==> src/gmac_defs.svh <==
`ifndef GMAC_DEFS_SVH
`define GMAC_DEFS_SVH

// Register word indexes, taken from address bits 12:2
`define GMAC_REG_CORE_TYPE       11'd0
`define GMAC_REG_TX_RX_MAX_BUF   11'd1
`define GMAC_REG_WORD_LENGTHS    11'd2
`define GMAC_REG_MAC_ADDR_1      11'd3
`define GMAC_REG_MAC_ADDR_0      11'd4
`define GMAC_REG_IP_ADDR         11'd5
`define GMAC_REG_GATEWAY_ADDR    11'd6
`define GMAC_REG_NETMASK         11'd7
`define GMAC_REG_MC_RECV_IP      11'd8
`define GMAC_REG_MC_RECV_IP_MASK 11'd9
`define GMAC_REG_TX_RX_BUF       11'd10
`define GMAC_REG_PROMIS_EN       11'd11
`define GMAC_REG_PMASK_PORT      11'd12
`define GMAC_REG_PHY_STATUS_1    11'd13
`define GMAC_REG_PHY_STATUS_0    11'd14
`define GMAC_REG_PHY_CONTROL_1   11'd15
`define GMAC_REG_PHY_CONTROL_0   11'd16
`define GMAC_REG_ARP_SIZE        11'd17
`define GMAC_REG_TX_PKT_CNT      11'd18
`define GMAC_REG_RX_PKT_CNT      11'd19
`define GMAC_REG_RX_BAD_CNT      11'd20
`define GMAC_REG_COUNT_RESET     11'd21
// ARP window laid out like the AXI variant
`define GMAC_REG_ARP_WE          11'd1024
`define GMAC_REG_ARP_WDATA       11'd1026
`define GMAC_REG_ARP_WADDR       11'd1027
`define GMAC_REG_ARP_RADDR       11'd1028
`define GMAC_REG_ARP_RDATA       11'd1029

`define GMAC_REGS_LOW            32'h0000_0000
`define GMAC_REGS_HIGH           32'h0000_1FFF

// Reset defaults
`define GMAC_DEF_MAC             48'h02c0_ffee_0001
`define GMAC_DEF_IP              32'hc0a8_0a02
`define GMAC_DEF_PORT            16'h2710
`define GMAC_DEF_GATEWAY         32'hc0a8_0a01
`define GMAC_DEF_MC_IP           32'he000_0001
`define GMAC_DEF_MC_MASK         32'hffff_fff0

`define GMAC_CORE_TYPE_WORD      32'h0001_0002  // Rev 1, type 2
`define GMAC_MAX_BUF_WORD        32'h0800_0800  // TX 2048, RX 2048
`define GMAC_WORD_SIZE_WORD      32'h0008_0008

`define GMAC_ARP_DEPTH           256

`endif

==> src/gmac_pkg.sv <==
`default_nettype none

package gmac_pkg;

  // Word index within the register window
  typedef logic [10:0] reg_idx_t;

  typedef logic [47:0] mac_addr_t;

  // Also used for netmask and multicast mask
  typedef logic [31:0] ip_addr_t;

  typedef logic [15:0] udp_port_t;

  // One of 256 ARP entries
  typedef logic [7:0] arp_idx_t;

  typedef logic [31:0] stat_cnt_t;

endpackage

`default_nettype wire

==> src/gmac_stat_counters.sv <==
`timescale 1ns/1ps
`default_nettype none

module gmac_stat_counters (
  input  logic                wb_clk_i,
  input  logic                wb_rst_i,
  input  logic                clr_i,
  input  logic                tx_pkt_i,
  input  logic                rx_pkt_i,
  input  logic                rx_bad_pkt_i,
  output gmac_pkg::stat_cnt_t tx_cnt_o,
  output gmac_pkg::stat_cnt_t rx_cnt_o,
  output gmac_pkg::stat_cnt_t rx_bad_cnt_o
);
  import gmac_pkg::*;

  localparam int NUM_CNT = 3;

  stat_cnt_t          cnt_q [NUM_CNT];
  logic [NUM_CNT-1:0] pkt;

  assign pkt = {rx_bad_pkt_i, rx_pkt_i, tx_pkt_i};

  always_ff @(posedge wb_clk_i) begin
    for (int i = 0; i < NUM_CNT; i++) begin
      if (wb_rst_i || clr_i) begin
        cnt_q[i] <= '0;  // Clear wins over a pulse
      end else if (pkt[i] && (cnt_q[i] != '1)) begin
        cnt_q[i] <= cnt_q[i] + 1'b1;  // Stick at max
      end
    end
  end

  assign tx_cnt_o     = cnt_q[0];
  assign rx_cnt_o     = cnt_q[1];
  assign rx_bad_cnt_o = cnt_q[2];

endmodule

`default_nettype wire

==> config.mk <==
export PLATFORM = sky130hd
export DESIGN_NAME = gmac_stat_counters
export DESIGN_NICKNAME = d
export VERILOG_FILES = /design/src/gmac_defs.svh /design/src/gmac_pkg.sv /design/src/gmac_stat_counters.sv
export SDC_FILE = /design/constraint.sdc
export NUM_CORES = 1
export LEC_CHECK = 0
export ABC_CLOCK_PERIOD_IN_PS = 3150
export BUFFER_PORTS_ARGS = -buffer_cell sky130_fd_sc_hd__buf_4
export CAP_MARGIN = 25
export CORE_MARGIN = 5
export CORE_UTILIZATION = 40
export DETAILED_ROUTE_END_ITERATION = 16
export GPL_TIMING_DRIVEN = 0
export PLACE_DENSITY = 0.66
export SKIP_CTS_REPAIR_TIMING = 1
export SYNTH_ARGS = -nofsm -noshare
export SYNTH_HDL_FRONTEND = slang
export SYNTH_SLANG_ARGS = --single-unit
==> constraint.sdc <==
create_clock -name wb_clk_i -period 3.15 [get_ports wb_clk_i]
set_clock_uncertainty 0.1 [all_clocks]
set_input_delay 0.4725 -clock wb_clk_i [delete_from_list [all_inputs] [get_ports wb_clk_i]]
set_output_delay 0.4725 -clock wb_clk_i [all_outputs]
set_load 0.05 [all_outputs]
==> impl_metrics.yaml, run 1 <==
worst_setup_path:
  path_class: "flop to flop"
  crit_fanout: 17
  crit_start: "cnt_q[2][0]$_SDFFCE_PN0P_"
  start_kind: "flop"
  crit_arrival_ps: 2920
  crit_path_max_incr_delay_ps: 530
  r2r_start: "cnt_q[2][0]$_SDFFCE_PN0P_"
  crit_path_cell_trace: "ha_1, nand3_1, nor2_1, nand4_2, o21ai_0, nand2_1, buf_16"
  end_kind: "flop"
  worstPathRequired_ps: 3160
  r2r_cells: 7
  crit_slowest_cell: "nand2_1"
  r2r_slack_ps: 230
sta:
  finalCritPeriodShare: 0.925
  drv_slew: 0
  worst_pin_slew_ps: 834
  grt_setup_unrepaired: "false"
  finalHoldViolCount: 0
  finalCriticalPeriod_ps: 2920
  setup_violations: 0
  timing.fmax_mhz: 343
  slew_headroom: 0.443
synthesis:
  syn_area_per_cell_sq_um: 11.0
  synthDistinctLibCells: 33
  yosys-top-cells-area: "edfxtp_1 55%, xor2_1 9.7%, nor2_1 7.8%, xnor2_1 4.2%, nand3_1 3.6%"
  yosys_register_bits: 96
  synth_top_area_cell: "edfxtp_1"
  yosysWarnings: 0
  syn-cell-area_sq_um: 5210
  synth_nets: 484
  yosysSeqAreaShare: 0.553
  synth_top_cell_area_share: 0.553
  synthCells: 475
clocking:
  clk_pin_slew_ps: 70
  h-tree-depth: 3
  clk_latency_ps: 350
  cts_buffer_depth: 2
  cts_tree: "built"
  cts.sinks: 96
  ctsRootBufferMaster: "clkbuf_16"
  cts_buffers: 9
layout:
  final_common_cell: "nor2_1"
  top_regs: "cnt_q x96"
  top_register: "cnt_q"
  final_cell_mix: "109 x nor2_1, 106 x buf_4, 96 x edfxtp_1"
  nFillCells: 1160
  drive_gt1_frac: 0.255
  syn2layout_area_growth_pct: 25.8
  largest_reg_flops: 96
  postLayoutCellArea_sq_um: 6560
  nNetsFinal: 599
  regArea_sq_um: 2880
  diodes: 0
  multi_input_area_sq_um: 2230
power_and_ir_drop:
  p_switching_mw: 0.830
  power_frac_comb: 0.132
  swShare: 0.275
  seqPwrFrac: 0.510
  peakVddDrop_mv: 0.241
  p_int_mw: 2.18
  power_leakage_nw: 2.56
  power.density_nw_per_um2: 460
  clkPwrFrac: 0.359
  power_mw: 3.01
flow_run:
  cap_violations: 0
placement:
  place_area_sq_um: 6270
  hpwlAfterDp_um: 8610
  io_buffers: 101
  finalWeightedCongestion: 0.803
route:
  drc: 0
  wl_per_cell_um: 15.3
  vias: 4020
  drtIter0Drc: 321
  ant_nets: 0
  drt_wl_total_um: 11800
  viasPerCell: 5.24
  first_pass_iters: 5
global_routing:
  grt_usage: 0.157
  grt-ovfl-total: 0
  grt_max_degree: 21
  grt_pass1_wl_um: 18900
  antenna_found_initial: 0
  grt_pass1_vias: 3827
status:
  outcome: "complete, no violations"
hold_path:
  worstHoldStart: "tx_pkt_i"
  hold_depth: 3
  hp-class: "input port to flop"
floorplan:
  fp.dieH_um: 124
  coreArea_sq_um: 12700
  initial_core_util: 0.410
  num_rows: 41
  pin_count: 102
  fp.dieW_um: 124
  die-area_sq_um: 15400
==> kinds of logic after synthesis <==
logic type / Yosys count / synth area share
buf+inv: 20 / 0.0197
flops: 96 / 0.553
fa+ha+maj: 3 / 0.00720
xor+xnor: 83 / 0.139
compound gates: 17 / 0.0204
simple gates: 256 / 0.260
==> final cells by class <==
cell class	count	share of cell area
multi-input combinational	359	0.340
clock buffer	9	0.0343
timing repair buffer	104	0.128
buffer	13	0.0116
tap	172	0.0328
clock inverter	7	0.00954
inverter	7	0.00401
sequential	96	0.440
==> synth_stat cells, drive strengths merged <==
| cell type | number |
|---|---|
| and4 | 12 |
| nand3 | 40 |
| o21bai | 2 |
| clkbuf | 1 |
| inv | 7 |
| a21oi | 6 |
| or3 | 5 |
| and2 | 2 |
| xor2 | 58 |
| or4 | 2 |
| a31oi | 1 |
| xnor2 | 25 |
| nor3 | 4 |
| and3 | 16 |
| o21ai | 8 |
| edfxtp | 96 |
| ha | 3 |
| buf | 12 |
| nand2 | 32 |
| nor2 | 110 |
| nand4 | 29 |
| nor4 | 4 |
==> worst max-delay path: cells and delay by family (launching register included) <==
| family | cells | cell delay [ps] |
|---|---|---|
| buf+inv | 1 | 390 |
| simple gates | 4 | 1280 |
| fa+ha+maj | 1 | 210 |
| flops | 1 | 430 |
| compound gates | 1 | 250 |
==> through the flow <==
| step | worst slack [ps] | TNS, ps | util | cells | hold slack [ps] |
|---|---|---|---|---|---|
| after global placement | -57.8 | -1830 | 0.486 | 748 | 524 |
| after floorplan | 208 | 0 | - | 475 | 608 |
| after detailed placement | 223 | 0 | 0.493 | 751 | 538 |
| final | 235 | 0 | 0.515 | 767 | 416 |
| after CTS | 224 | 0 | 0.515 | 767 | 415 |
| after global routing | 51.1 | 0 | 0.515 | 767 | 433 |
==> per-layer routing <==
layer | GRT usage | up-vias | routed length, um | part of all wire
met1 | 0.208 | 1929 | 5260 | 0.45
li1 | - | 1937 | - | -
met2 | 0.247 | 139 | 5530 | 0.47
met4 | 0.0732 | 0 | 255 | 0.022
met5 | 0 | - | 0 | 0
met3 | 0.0318 | 15 | 717 | 0.061
==> final timing paths <==
check	endpoint
setup reg to reg	cnt_q[2][22]$_SDFFCE_PN0P_
hold / removal	cnt_q[0][31]$_SDFFCE_PN0P_
setup / recovery	cnt_q[2][22]$_SDFFCE_PN0P_
hold reg to reg	cnt_q[1][0]$_SDFFCE_PN0P_
==> power groups by stage <==
stage               Sequential, mW  Clock, mW  Combinational (mW)
floorplan                     1.74          0              0.0771
global placement              1.56          0               0.388
detailed placement            1.56          0               0.399
CTS                           1.54       1.11               0.400
global route                  1.55       1.17               0.416
finish                        1.54       1.08               0.396
(Power assumes the default switching activity.)
==> run 2, diff against run 1 <==
--- a/config.mk
+++ b/config.mk
@@ -5,6 +5,7 @@
 export SDC_FILE = /design/constraint.sdc
 export NUM_CORES = 1
 export LEC_CHECK = 0
+export ABC_AREA = 1
 export ABC_CLOCK_PERIOD_IN_PS = 3150
 export BUFFER_PORTS_ARGS = -buffer_cell sky130_fd_sc_hd__buf_4
 export CAP_MARGIN = 25
@@ -12,7 +13,7 @@
 export CORE_UTILIZATION = 40
 export DETAILED_ROUTE_END_ITERATION = 16
 export GPL_TIMING_DRIVEN = 0
-export PLACE_DENSITY = 0.66
+export PLACE_DENSITY = 0.65
 export SKIP_CTS_REPAIR_TIMING = 1
 export SYNTH_ARGS = -nofsm -noshare
 export SYNTH_HDL_FRONTEND = slang
==> impl_metrics.yaml, run 2 <==
hold_path:
  worstHoldStart: "rx_bad_pkt_i"
  hold_depth: 3
  hp-class: "input port to flop"
  whs_endpoint: "cnt_q[2][31]$_SDFFCE_PN0P_"
global_routing:
  grt_pass1_wl_um: 24500
  antenna_found_initial: 0
  grt_usage: 0.171
  grt_max_degree: 21
  grt_pass1_vias: 4897
  grt-ovfl-total: 0
synthesis:
  yosysSeqAreaShare: 0.472
  synth_nets: 807
  synthDistinctLibCells: 19
  syn-cell-area_sq_um: 6110
  synth_top_family_by_area: "simple AND/OR/NAND/NOR gates"
  yosys-top-cells-area: "edfxtp_1 47%, nand2_1 17%, nor2_1 12%, inv_1 4.6%, xnor2_1 3.6%"
  synth_ff_type: "edfxtp_1"
  synth_top_area_cell: "edfxtp_1"
  synthAdderAreaFrac: 0.00614
  synth_top_cell_area_share: 0.472
  synth_compound_area_frac: 0.0180
  synth-simple-area-share: 0.383
  yosys_register_bits: 96
  synthXorXnorAreaFrac: 0.0588
  yosys-top-cells-count: "275 x nand2_1, 190 x nor2_1, 96 x edfxtp_1, 75 x inv_1, 33 x nand3_1"
  synth_mux_area_frac: 0
  syn_area_per_cell_sq_um: 7.66
  synthCells: 798
  synth-edff-count: 96
  yosysWarnings: 0
  synth.most_common_cell: "nand2_1"
  synthArstFlopShare: 0
route:
  drtIter0Drc: 361
  drc: 0
  viasPerCell: 4.78
  ant_nets: 0
  highest_layer: "met4"
  wl_met3_um: 798
  wl_met1_um: 6920
  wl_per_cell_um: 13.7
  drt_wl_total_um: 15100
  first_pass_iters: 5
  vias: 5285
  wl_met2_um: 7190
worst_setup_path:
  crit_arrival_ps: 2530
  worstPathRequired_ps: 3150
  path_class: "flop to flop"
  crit_slowest_cell: "nand2_1"
  worstReg2RegEnd: "cnt_q[1][6]$_SDFFCE_PN0P_"
  r2r_cells: 9
  crit_fanout: 17
  crit_top_cell: "nand2_1"
  crit_path_cell_trace: "ha_1, nand2_1, nor2_4, nand2_2, nor2_4, nand2_2, nand2_1, nand2_1, buf_16"
  r2r_slack_ps: 620
  start_kind: "flop"
  r2r_start: "cnt_q[1][0]$_SDFFCE_PN0P_"
  end_kind: "flop"
  crit_path_max_incr_delay_ps: 440
status:
  outcome: "complete, no violations"
layout:
  largest_reg_flops: 96
  syn2layout_area_growth_pct: 21.6
  postLayoutCellArea_sq_um: 7430
  final_util: 0.492
  final_common_cell: "nand2_1"
  nNetsFinal: 922
  top_register: "cnt_q"
  top_regs: "cnt_q x96"
  drive_gt1_frac: 0.176
  diodes: 0
  final_cell_mix: "275 x nand2_1, 190 x nor2_1, 101 x buf_4"
sta:
  worst_pin_slew_ps: 835
  finalHoldViolCount: 0
  setup_violations: 0
  finalCritPeriodShare: 0.802
  timing.fmax_mhz: 396
  finalCriticalPeriod_ps: 2530
  slew_headroom: 0.442
  fin_setup_tns_ps: 0
  drv_slew: 0
  grt_setup_unrepaired: "false"
floorplan:
  fp.dieH_um: 134
  coreArea_sq_um: 15100
  num_rows: 45
  fp.dieW_um: 134
  initial_core_util: 0.405
  pin_count: 102
  die-area_sq_um: 17800
power_and_ir_drop:
  peakVddDrop_mv: 0.211
  clkPwrFrac: 0.336
  power_leakage_nw: 2.78
  power_frac_comb: 0.143
  swShare: 0.285
  p_switching_mw: 0.839
  power.density_nw_per_um2: 397
  seqPwrFrac: 0.521
  p_int_mw: 2.11
clocking:
  ctsRootBufferMaster: "clkbuf_16"
  cts_buffer_depth: 2
  clk_latency_ps: 340
  cts.sinks: 96
  cts_tree: "built"
  cts_buffers: 9
  h-tree-depth: 3
  clk_pin_slew_ps: 70
placement:
  place_area_sq_um: 7170
  io_buffers: 101
  hpwlAfterDp_um: 11600
  finalWeightedCongestion: 0.884
flow_run:
  cap_violations: 0
==> run 2: changes by cell type in the layout (fill, tap and decap cells not counted), moves of 15 or more <==
cell	previous run	this run
nor2_1	109	190
xor2_1	58	16
inv_1	7	75
and3_1	15	0
nand2_1	31	275
nand4_1	23	1
==> run 2: area by class of cell <==
class	instances	area, sq um
clock buffers	10	229
multi-input cells	618	2850
repair buffers	104	828
well taps	188	235
inverters	75	282
plain buffers	9	101
fillers	1488	7660
clock inverters	5	25.0
flip-flops and latches	96	2880
==> run 2: per-layer routing <==
layer | GRT usage | up-vias
met1 | 0.225 | 2396
met2 | 0.285 | 127
met4 | 0.0451 | 0
met5 | 0 | -
li1 | - | 2738
met3 | 0.0381 | 24
==> run 2: kinds of logic after synthesis <==
group,count (synthesis)
flops,96
buf+inv,84
fa+ha+maj,3
xor+xnor,41
compound gates,22
simple gates,552
==> run 2: per-stage QoR <==
| step | hold WS, ps | cells | total power [mW] | worst slack [ps] |
|---|---|---|---|---|
| 5_1_grt | 466 | 1105 | 3.05 | 369 |
| 6_report | 480 | 1105 | 2.95 | 624 |
| 2_1_floorplan | 665 | 798 | 1.84 | 448 |
| 4_1_cts | 455 | 1105 | 2.97 | 555 |
| 3_5_place_dp | 520 | 1090 | 1.99 | 548 |
| 3_3_place_gp | 515 | 1087 | 1.98 | 260 |
==> run 2: worst max-delay path: cells and delay by family, from the launching register on <==
family / cells / cell delay (ps)
adder cells (fa/ha/maj): 1 / 200
buffers and inverters: 1 / 370
flip-flops: 1 / 410
AND/OR/NAND/NOR: 7 / 1210
==> run 2: worst max path at each step <==
stage | start | to | slack, ps
finish | cnt_q[1][0]$_SDFFCE_PN0P_ | cnt_q[1][6]$_SDFFCE_PN0P_ | 620
global route | cnt_q[1][0]$_SDFFCE_PN0P_ | cnt_q[1][3]$_SDFFCE_PN0P_ | 370
CTS | cnt_q[0][0]$_SDFFCE_PN0P_ | cnt_q[0][15]$_SDFFCE_PN0P_ | 550
detailed placement | cnt_q[0][0]$_SDFFCE_PN0P_ | cnt_q[0][5]$_SDFFCE_PN0P_ | 550
global placement | cnt_q[2][0]$_SDFFCE_PN0P_ | cnt_q[2][0]$_SDFFCE_PN0P_ | 260
floorplan | cnt_q[1][0]$_SDFFCE_PN0P_ | cnt_q[1][0]$_SDFFCE_PN0P_ | 450
==> run 2: power by group through the flow <==
stage                     combinational (mW)  sequential [mW]  clock [mW]
after floorplan                        0.100             1.74           0
after global placement                 0.414             1.57           0
after detailed placement               0.425             1.56           0
after CTS                              0.426             1.54        1.01
after global routing                   0.444             1.55        1.06
final                                  0.421             1.54       0.989
