File: src/gmac_defs.svh
`ifndef GMAC_DEFS_SVH
`define GMAC_DEFS_SVH

// Register word indexes, taken from address bits 12:2
`define GMAC_REG_CORE_TYPE       11'd0
`define GMAC_REG_TX_RX_MAX_BUF   11'd1
`define GMAC_REG_WORD_LENGTHS    11'd2
`define GMAC_REG_MAC_ADDR_1      11'd3
`define GMAC_REG_MAC_ADDR_0      11'd4
`define GMAC_REG_IP_ADDR         11'd5
`define GMAC_REG_GATEWAY_ADDR    11'd6
`define GMAC_REG_NETMASK         11'd7
`define GMAC_REG_MC_RECV_IP      11'd8
`define GMAC_REG_MC_RECV_IP_MASK 11'd9
`define GMAC_REG_TX_RX_BUF       11'd10
`define GMAC_REG_PROMIS_EN       11'd11
`define GMAC_REG_PMASK_PORT      11'd12
`define GMAC_REG_PHY_STATUS_1    11'd13
`define GMAC_REG_PHY_STATUS_0    11'd14
`define GMAC_REG_PHY_CONTROL_1   11'd15
`define GMAC_REG_PHY_CONTROL_0   11'd16
`define GMAC_REG_ARP_SIZE        11'd17
`define GMAC_REG_TX_PKT_CNT      11'd18
`define GMAC_REG_RX_PKT_CNT      11'd19
`define GMAC_REG_RX_BAD_CNT      11'd20
`define GMAC_REG_COUNT_RESET     11'd21
// ARP window laid out like the AXI variant
`define GMAC_REG_ARP_WE          11'd1024
`define GMAC_REG_ARP_WDATA       11'd1026
`define GMAC_REG_ARP_WADDR       11'd1027
`define GMAC_REG_ARP_RADDR       11'd1028
`define GMAC_REG_ARP_RDATA       11'd1029

`define GMAC_REGS_LOW            32'h0000_0000
`define GMAC_REGS_HIGH           32'h0000_1FFF

// Reset defaults
`define GMAC_DEF_MAC             48'h02c0_ffee_0001
`define GMAC_DEF_IP              32'hc0a8_0a02
`define GMAC_DEF_PORT            16'h2710
`define GMAC_DEF_GATEWAY         32'hc0a8_0a01
`define GMAC_DEF_MC_IP           32'he000_0001
`define GMAC_DEF_MC_MASK         32'hffff_fff0

`define GMAC_CORE_TYPE_WORD      32'h0001_0002  // Rev 1, type 2
`define GMAC_MAX_BUF_WORD        32'h0800_0800  // TX 2048, RX 2048
`define GMAC_WORD_SIZE_WORD      32'h0008_0008

`define GMAC_ARP_DEPTH           256

`endif

File: src/gmac_pkg.sv
`default_nettype none

package gmac_pkg;

  // Word index within the register window
  typedef logic [10:0] reg_idx_t;

  typedef logic [47:0] mac_addr_t;

  // Also used for netmask and multicast mask
  typedef logic [31:0] ip_addr_t;

  typedef logic [15:0] udp_port_t;

  // One of 256 ARP entries
  typedef logic [7:0] arp_idx_t;

  typedef logic [31:0] stat_cnt_t;

endpackage

`default_nettype wire

File: src/gmac_wb_attach.sv
`timescale 1ns/1ps
`default_nettype none
`include "gmac_defs.svh"

module gmac_wb_attach #(
  parameter logic [47:0] FABRIC_MAC      = `GMAC_DEF_MAC,
  parameter logic [31:0] FABRIC_IP       = `GMAC_DEF_IP,
  parameter logic [15:0] FABRIC_PORT     = `GMAC_DEF_PORT,
  parameter logic [31:0] FABRIC_GATEWAY  = `GMAC_DEF_GATEWAY,
  parameter logic        FABRIC_ENABLE   = 1'b0,
  parameter logic [31:0] MC_RECV_IP      = `GMAC_DEF_MC_IP,
  parameter logic [31:0] MC_RECV_IP_MASK = `GMAC_DEF_MC_MASK
) (
  input  logic                 wb_clk_i,
  input  logic                 wb_rst_i,
  input  logic [31:0]          wb_adr_i,
  input  logic [3:0]           wb_sel_i,
  input  logic [31:0]          wb_dat_i,
  input  logic                 wb_we_i,
  input  logic                 wb_cyc_i,
  input  logic                 wb_stb_i,
  output logic [31:0]          wb_dat_o,
  output logic                 wb_ack_o,
  input  logic                 link_up_i,
  output gmac_pkg::mac_addr_t  mac_addr_o,
  output gmac_pkg::ip_addr_t   local_ip_o,
  output gmac_pkg::ip_addr_t   gateway_o,
  output gmac_pkg::ip_addr_t   netmask_o,
  output gmac_pkg::ip_addr_t   mc_ip_o,
  output gmac_pkg::ip_addr_t   mc_mask_o,
  output gmac_pkg::udp_port_t  udp_port_o,
  output logic                 fabric_en_o,
  output logic                 soft_reset_o,
  output logic                 count_clr_o,
  input  gmac_pkg::stat_cnt_t  tx_pkt_cnt_i,
  input  gmac_pkg::stat_cnt_t  rx_pkt_cnt_i,
  input  gmac_pkg::stat_cnt_t  rx_bad_cnt_i,
  output logic                 arp_wr_o,
  output gmac_pkg::arp_idx_t   arp_waddr_o,
  output logic [31:0]          arp_wdata_o,
  output gmac_pkg::arp_idx_t   arp_raddr_o,
  input  logic [31:0]          arp_rdata_i
);
  import gmac_pkg::*;

  logic        ack_q;
  logic        req;
  logic [31:0] win_ofs;
  logic        win_hit;
  reg_idx_t    req_idx;
  logic        wr_req;
  reg_idx_t    rd_idx_q;
  logic        rd_hit_q;
  logic [31:0] rd_word;

  mac_addr_t   mac_q;
  ip_addr_t    ip_q;
  ip_addr_t    gw_q;
  ip_addr_t    mask_q;
  ip_addr_t    mc_ip_q;
  ip_addr_t    mc_mask_q;
  udp_port_t   port_q;
  logic        en_q;
  logic        soft_rst_q;
  logic        clr_q;
  logic        arp_wr_q;
  arp_idx_t    arp_waddr_q;
  logic [31:0] arp_wdata_q;
  arp_idx_t    arp_raddr_q;

  // Replace the bytes enabled in sel
  function automatic logic [31:0] byte_merge(input logic [31:0] cur,
                                             input logic [31:0] din,
                                             input logic [3:0]  sel);
    logic [31:0] res;
    res = cur;
    for (int b = 0; b < 4; b++) begin
      if (sel[b])
        res[8*b +: 8] = din[8*b +: 8];
    end
    return res;
  endfunction

  // No new cycle while ack is out
  assign req     = wb_cyc_i && wb_stb_i && !ack_q;
  assign win_ofs = wb_adr_i - `GMAC_REGS_LOW;
  assign win_hit = win_ofs <= (`GMAC_REGS_HIGH - `GMAC_REGS_LOW);
  assign req_idx = win_ofs[12:2];
  assign wr_req  = req && win_hit && wb_we_i;

  always_ff @(posedge wb_clk_i) begin
    if (wb_rst_i) begin
      ack_q       <= 1'b0;
      soft_rst_q  <= 1'b0;
      clr_q       <= 1'b0;
      arp_wr_q    <= 1'b0;
      mac_q       <= FABRIC_MAC;
      ip_q        <= FABRIC_IP;
      gw_q        <= FABRIC_GATEWAY;
      mask_q      <= '0;
      mc_ip_q     <= MC_RECV_IP;
      mc_mask_q   <= MC_RECV_IP_MASK;
      port_q      <= FABRIC_PORT;
      en_q        <= FABRIC_ENABLE;
      arp_waddr_q <= '0;
      arp_wdata_q <= '0;
      arp_raddr_q <= '0;
    end else begin
      ack_q      <= req;
      soft_rst_q <= 1'b0;  // Pulses last one cycle
      clr_q      <= 1'b0;
      arp_wr_q   <= 1'b0;
      if (wr_req) begin
        case (req_idx)
          `GMAC_REG_MAC_ADDR_1: begin
            if (wb_sel_i[0])
              mac_q[39:32] <= wb_dat_i[7:0];
            if (wb_sel_i[1])
              mac_q[47:40] <= wb_dat_i[15:8];
          end
          `GMAC_REG_MAC_ADDR_0:      mac_q[31:0] <= byte_merge(mac_q[31:0], wb_dat_i, wb_sel_i);
          `GMAC_REG_IP_ADDR:         ip_q <= byte_merge(ip_q, wb_dat_i, wb_sel_i);
          `GMAC_REG_GATEWAY_ADDR:    gw_q <= byte_merge(gw_q, wb_dat_i, wb_sel_i);
          `GMAC_REG_NETMASK:         mask_q <= byte_merge(mask_q, wb_dat_i, wb_sel_i);
          `GMAC_REG_MC_RECV_IP:      mc_ip_q <= byte_merge(mc_ip_q, wb_dat_i, wb_sel_i);
          `GMAC_REG_MC_RECV_IP_MASK: mc_mask_q <= byte_merge(mc_mask_q, wb_dat_i, wb_sel_i);
          `GMAC_REG_PROMIS_EN: begin
            if (wb_sel_i[0])
              en_q <= wb_dat_i[0];
            if (wb_sel_i[2] && wb_dat_i[16])
              soft_rst_q <= 1'b1;
          end
          `GMAC_REG_PMASK_PORT: begin
            if (wb_sel_i[0])
              port_q[7:0] <= wb_dat_i[7:0];
            if (wb_sel_i[1])
              port_q[15:8] <= wb_dat_i[15:8];
          end
          `GMAC_REG_COUNT_RESET:     clr_q <= 1'b1;
          `GMAC_REG_ARP_WE: begin
            if (wb_sel_i[0] && wb_dat_i[0])
              arp_wr_q <= 1'b1;
          end
          `GMAC_REG_ARP_WDATA:       arp_wdata_q <= byte_merge(arp_wdata_q, wb_dat_i, wb_sel_i);
          `GMAC_REG_ARP_WADDR: begin
            if (wb_sel_i[0])
              arp_waddr_q <= wb_dat_i[7:0];
          end
          `GMAC_REG_ARP_RADDR: begin
            if (wb_sel_i[0])
              arp_raddr_q <= wb_dat_i[7:0];
          end
          // Identity, status and counter words are read only
          default: begin
          end
        endcase
      end
    end
  end

  // Index of the access being acknowledged
  always_ff @(posedge wb_clk_i) begin
    if (req) begin
      rd_idx_q <= req_idx;
      rd_hit_q <= win_hit;
    end
  end

  always_comb begin
    case (rd_idx_q)
      `GMAC_REG_CORE_TYPE:       rd_word = `GMAC_CORE_TYPE_WORD;
      `GMAC_REG_TX_RX_MAX_BUF:   rd_word = `GMAC_MAX_BUF_WORD;
      `GMAC_REG_WORD_LENGTHS:    rd_word = `GMAC_WORD_SIZE_WORD;
      `GMAC_REG_MAC_ADDR_1:      rd_word = {16'b0, mac_q[47:32]};
      `GMAC_REG_MAC_ADDR_0:      rd_word = mac_q[31:0];
      `GMAC_REG_IP_ADDR:         rd_word = ip_q;
      `GMAC_REG_GATEWAY_ADDR:    rd_word = gw_q;
      `GMAC_REG_NETMASK:         rd_word = mask_q;
      `GMAC_REG_MC_RECV_IP:      rd_word = mc_ip_q;
      `GMAC_REG_MC_RECV_IP_MASK: rd_word = mc_mask_q;
      `GMAC_REG_PROMIS_EN:       rd_word = {31'b0, en_q};
      `GMAC_REG_PMASK_PORT:      rd_word = {16'b0, port_q};
      `GMAC_REG_PHY_STATUS_0:    rd_word = {31'b0, link_up_i};
      `GMAC_REG_ARP_SIZE:        rd_word = 32'(`GMAC_ARP_DEPTH);
      `GMAC_REG_TX_PKT_CNT:      rd_word = tx_pkt_cnt_i;
      `GMAC_REG_RX_PKT_CNT:      rd_word = rx_pkt_cnt_i;
      `GMAC_REG_RX_BAD_CNT:      rd_word = rx_bad_cnt_i;
      `GMAC_REG_ARP_WDATA:       rd_word = arp_wdata_q;
      `GMAC_REG_ARP_WADDR:       rd_word = {24'b0, arp_waddr_q};
      `GMAC_REG_ARP_RADDR:       rd_word = {24'b0, arp_raddr_q};
      `GMAC_REG_ARP_RDATA:       rd_word = arp_rdata_i;
      default:                   rd_word = '0;  // PHY control, buffers, unmapped
    endcase
  end

  assign wb_dat_o = (ack_q && rd_hit_q) ? rd_word : '0;
  assign wb_ack_o = ack_q;

  assign mac_addr_o   = mac_q;
  assign local_ip_o   = ip_q;
  assign gateway_o    = gw_q;
  assign netmask_o    = mask_q;
  assign mc_ip_o      = mc_ip_q;
  assign mc_mask_o    = mc_mask_q;
  assign udp_port_o   = port_q;
  assign fabric_en_o  = en_q;
  assign soft_reset_o = soft_rst_q;
  assign count_clr_o  = clr_q;
  assign arp_wr_o     = arp_wr_q;
  assign arp_waddr_o  = arp_waddr_q;
  assign arp_wdata_o  = arp_wdata_q;
  assign arp_raddr_o  = arp_raddr_q;

endmodule

`default_nettype wire

File: config.mk
export PLATFORM = sky130hd
export DESIGN_NAME = gmac_wb_attach
export DESIGN_NICKNAME = d
export VERILOG_FILES = /design/src/gmac_pkg.sv /design/src/gmac_wb_attach.sv
export VERILOG_INCLUDE_DIRS = /design/src /design/src/src
export SDC_FILE = /design/constraint.sdc
export NUM_CORES = 1
export LEC_CHECK = 0
export BUFFER_PORTS_ARGS = -buffer_cell sky130_fd_sc_hd__buf_2
export CAP_MARGIN = 10
export CORE_AREA = 4 4 197 199
export CTS_CLUSTER_DIAMETER = 40
export DETAILED_ROUTE_END_ITERATION = 6
export DIE_AREA = 0 0 201 203
export PLACE_DENSITY_LB_ADDON = 0.05
export SETUP_SLACK_MARGIN = 0.05
export SYNTH_ARGS = -nofsm -noshare
export SYNTH_HDL_FRONTEND = slang
export SYNTH_SLANG_ARGS = --single-unit
File: constraint.sdc
create_clock -name wb_clk_i -period 4 [get_ports wb_clk_i]
set_input_delay 0.2 -clock wb_clk_i [delete_from_list [all_inputs] [get_ports wb_clk_i]]
set_output_delay 0.2 -clock wb_clk_i [all_outputs]
set_load 0.1 [all_outputs]
==> results_dict.tcl <==
set metrics [dict create \
    syn-mean-instance-area_um2 7.93 \
    placed_area_um2 17700 \
    initialDrtViolationCount 2121 \
    htree_levels 2 \
    cp_max_fo 8 \
    synth_most_common_cell "nand2_1" \
    fin_util_pct 53.4 \
    intPower_mw 5.96 \
    ant_nets 0 \
    p_sw_mw 1.88 \
    synth_seq_cells 289 \
    cp-end-kind "primary output" \
    power_leakage_nw 7.74 \
    hold_viol_final 0 \
    clockBufferDepth 3 \
    yosysSeqAreaShare_pct 42.5 \
    slowest_delay_ns 0.69 \
    seq_power_share_pct 37.2 \
    grt_pass1_wl_um 113000 \
    synth_fp_nets 1955 \
    tightestPinTransition_ns 1.10 \
    core-area_um2 37200 \
    synth_common_cells "nand2_1, dfxtp_1, a21oi_1" \
    post_drt_wl_per_cell_um 28.4 \
    ioPinCount 511 \
    ir_drop_v 0.000308 \
    first_global_vias 16000 \
    crit_slowest_cell "edfxtp_1" \
    routabilityCongestion 0.974 \
    dr.pass1.iters 7 \
    synth_cell_types 59 \
    synth_top_area_share_pct 39.9 \
    vias 16900 \
    setup_viol 0 \
    clk_latency_ns 0.58 \
    num_rows 71 \
    nets 2496 \
    netlist_top_cells_area "dfxtp_1, a21oi_1, nand2_1" \
    cts_tree "built" \
    finalPower_mw 7.84 \
    layout_min_cycle_time_ns 3.89 \
    dieArea_um2 40800 \
    areaGrowthSynthToFinish_pct 42.8 \
    start_util_pct 37.4 \
    ys.flop_type "dfxtp_1" \
    io_buffers 508 \
    stdcell_area_um2 19900 \
    wl_met2_um 36000 \
    async_reset_ff_share_pct 0 \
    grt_max_degree 147 \
    max_cap_violations 0 \
    yosysTopAreaCell "dfxtp_1" \
    rsz0062_at_grt "yes" \
    cellPowerDensity_nw_per_um2 395 \
    clock_skew_ns 0.0173 \
    die_h_um 203 \
    grtUsageTotal_pct 37.2 \
    synthesis.area_um2 13900 \
    maxSlewViolCount 0 \
    hold_path_class "in2reg" \
    wirelength_um 79800 \
    relSlewSlack_pct 26.6 \
    syn-instance-count 1753 \
    fp.dieW_um 201 \
    worst_ep_required_time_ns 3.80 \
    antenna_found_initial 10 \
    vias_per_cell 6.01 \
    worstPathCellList "nor4b_2 -> buf_4 -> and2_1 -> a32o_1 -> a221oi_1 -> a31oi_1 -> buf_12" \
    cp_data_arrival_time_ns 3.69 \
    timing.fmax_mhz 257 \
    finalCritPeriodShare_pct 97.2 \
    synth_edf_count 12 \
    tns_ns 0 \
    cts_made_buffers 48 \
    p_comb_share_pct 6.1 \
    holdWs_ns 0.0312 \
    status "finished clean" \
    drc 0 \
    clk_pin_slew_ns 0.05 \
    start_kind "flip-flop" \
    grt-ovfl-total 0 \
    wl_met1_um 31900 \
    cts-root-buf "clkbuf_16" \
    dr_wl_met3_um 8230 \
    hpwl_um 60300 \
    power_frac_clock_pct 56.7 \
    crit_type "reg2out" \
    yosys_warnings 0 \
    switching_share_pct 24.0 \
    highest-signal-layer "met5" \
    cts_num_sinks 289 \
    layout-drive-gt1-share_pct 31.1 \
]
## flip-flops by register name, summed over array words and instances, names as in the netlist
name / flops
arp_raddr_o: 8
arp_waddr_o: 8
arp_wdata_o: 32
arp_wr_o: 1
count_clr_o: 1
fabric_en_o: 1
gateway_o: 32
local_ip_o: 32
mac_addr_o: 48
mc_ip_o: 32
mc_mask_o: 32
netmask_o: 32
rd_hit_q: 1
rd_idx_q: 11
soft_reset_o: 1
udp_port_o: 16
wb_ack_o: 1
## cells by family after synthesis
| kind of cell | share of synthesized area (%) |
|---|---|
| mux | 5.58 |
| buf+inv | 4.84 |
| simple gates | 24.2 |
| flops | 42.5 |
| compound gates | 22.9 |
## through the flow
stage | cells | worst slack [ns]
global route | 2811 | 0.0205
global placement | 2673 | 0.468
finish | 2812 | 0.111
floorplan | 1753 | 0.341
CTS | 2802 | 0.0601
detailed placement | 2673 | 0.479
## worst max-delay path, delay by kind of cell, from the launching register on
family,cells,cell delay (ns)
AND/OR/NAND/NOR,2,1.14
AO/OA/AOI/OAI,3,0.73
flip-flops,1,0.69
buffers and inverters,2,0.54
## repair_timing
| item | in CTS | in global routing |
|---|---|---|
| pin swaps | 0 | 1 |
| buffers inserted | 3 | 4 |
| gates resized for setup | 3 | 2 |
| hold endpoints to repair | 131 | 0 |
| endpoints found under the setup margin | 12 | 12 |
| hold buffers | 38 | 0 |
## layout by cell type (no fill, tap or decap), drive strengths merged, types with 7 or more instances in the layout
cell type	Yosys	layout
bufinv	0	7
nor4	11	11
a22oi	75	75
and2	34	34
o32ai	9	9
a21oi	271	271
dfxtp	277	277
nor2b	14	14
clkinv	0	10
a32oi	9	9
clkbuf	84	61
o22ai	22	22
a222oi	22	22
nor2	115	115
a31oi	19	19
edfxtp	12	12
a221oi	22	22
a22o	14	14
dlygate4sd3	0	38
mux2i	73	73
inv	6	12
nand2	356	356
nor3	89	89
buf	65	601
o21ai	22	22
nand3	67	67
## path summary, 6_finish.rpt
path	start	end	slack, ns	cells after the start
hold reg to reg	netmask_o[30]$_SDFFE_PP0P_	netmask_o[30]$_SDFFE_PP0P_	0.46	2
setup reg to reg	wb_ack_o$_SDFF_PP0_	mc_ip_o[24]$_SDFFE_PP0P_	1.07	8
hold / removal	wb_dat_i[6]	netmask_o[6]$_SDFFE_PP0P_	0.03	3
setup / recovery	rd_idx_q[4]$_DFFE_PP_	wb_dat_o[2]	0.11	7
## final cells by class
type | count | area [um2]
Timing Repair Buffer | 640 | 4160
Multi-Input combinational cell | 1309 | 7440
Fill cell | 3513 | 17400
Clock inverter | 28 | 367
Inverter | 6 | 22.5
Antenna cell | 6 | 15.0
Tap cell | 474 | 593
Sequential cell | 289 | 5910
Clock buffer | 60 | 1360
## layer usage
metal	vias to the layer above	global-route usage [%]
li1	7442	-
met1	8133	49.6
met2	1127	57.9
met3	184	8.75
met4	4	15.8
met5	-	0
## power by group through the flow
stage / clock network (mW) / registers, mW / logic [mW]
after floorplan: 0 / 2.97 / 0.174
after global placement: 0 / 2.98 / 0.425
after detailed placement: 0 / 2.98 / 0.425
after CTS: 4.46 / 2.92 / 0.461
after global routing: 4.60 / 2.92 / 0.497
final: 4.44 / 2.92 / 0.477
No activity file was read; power rests on OpenSTA's default activity.
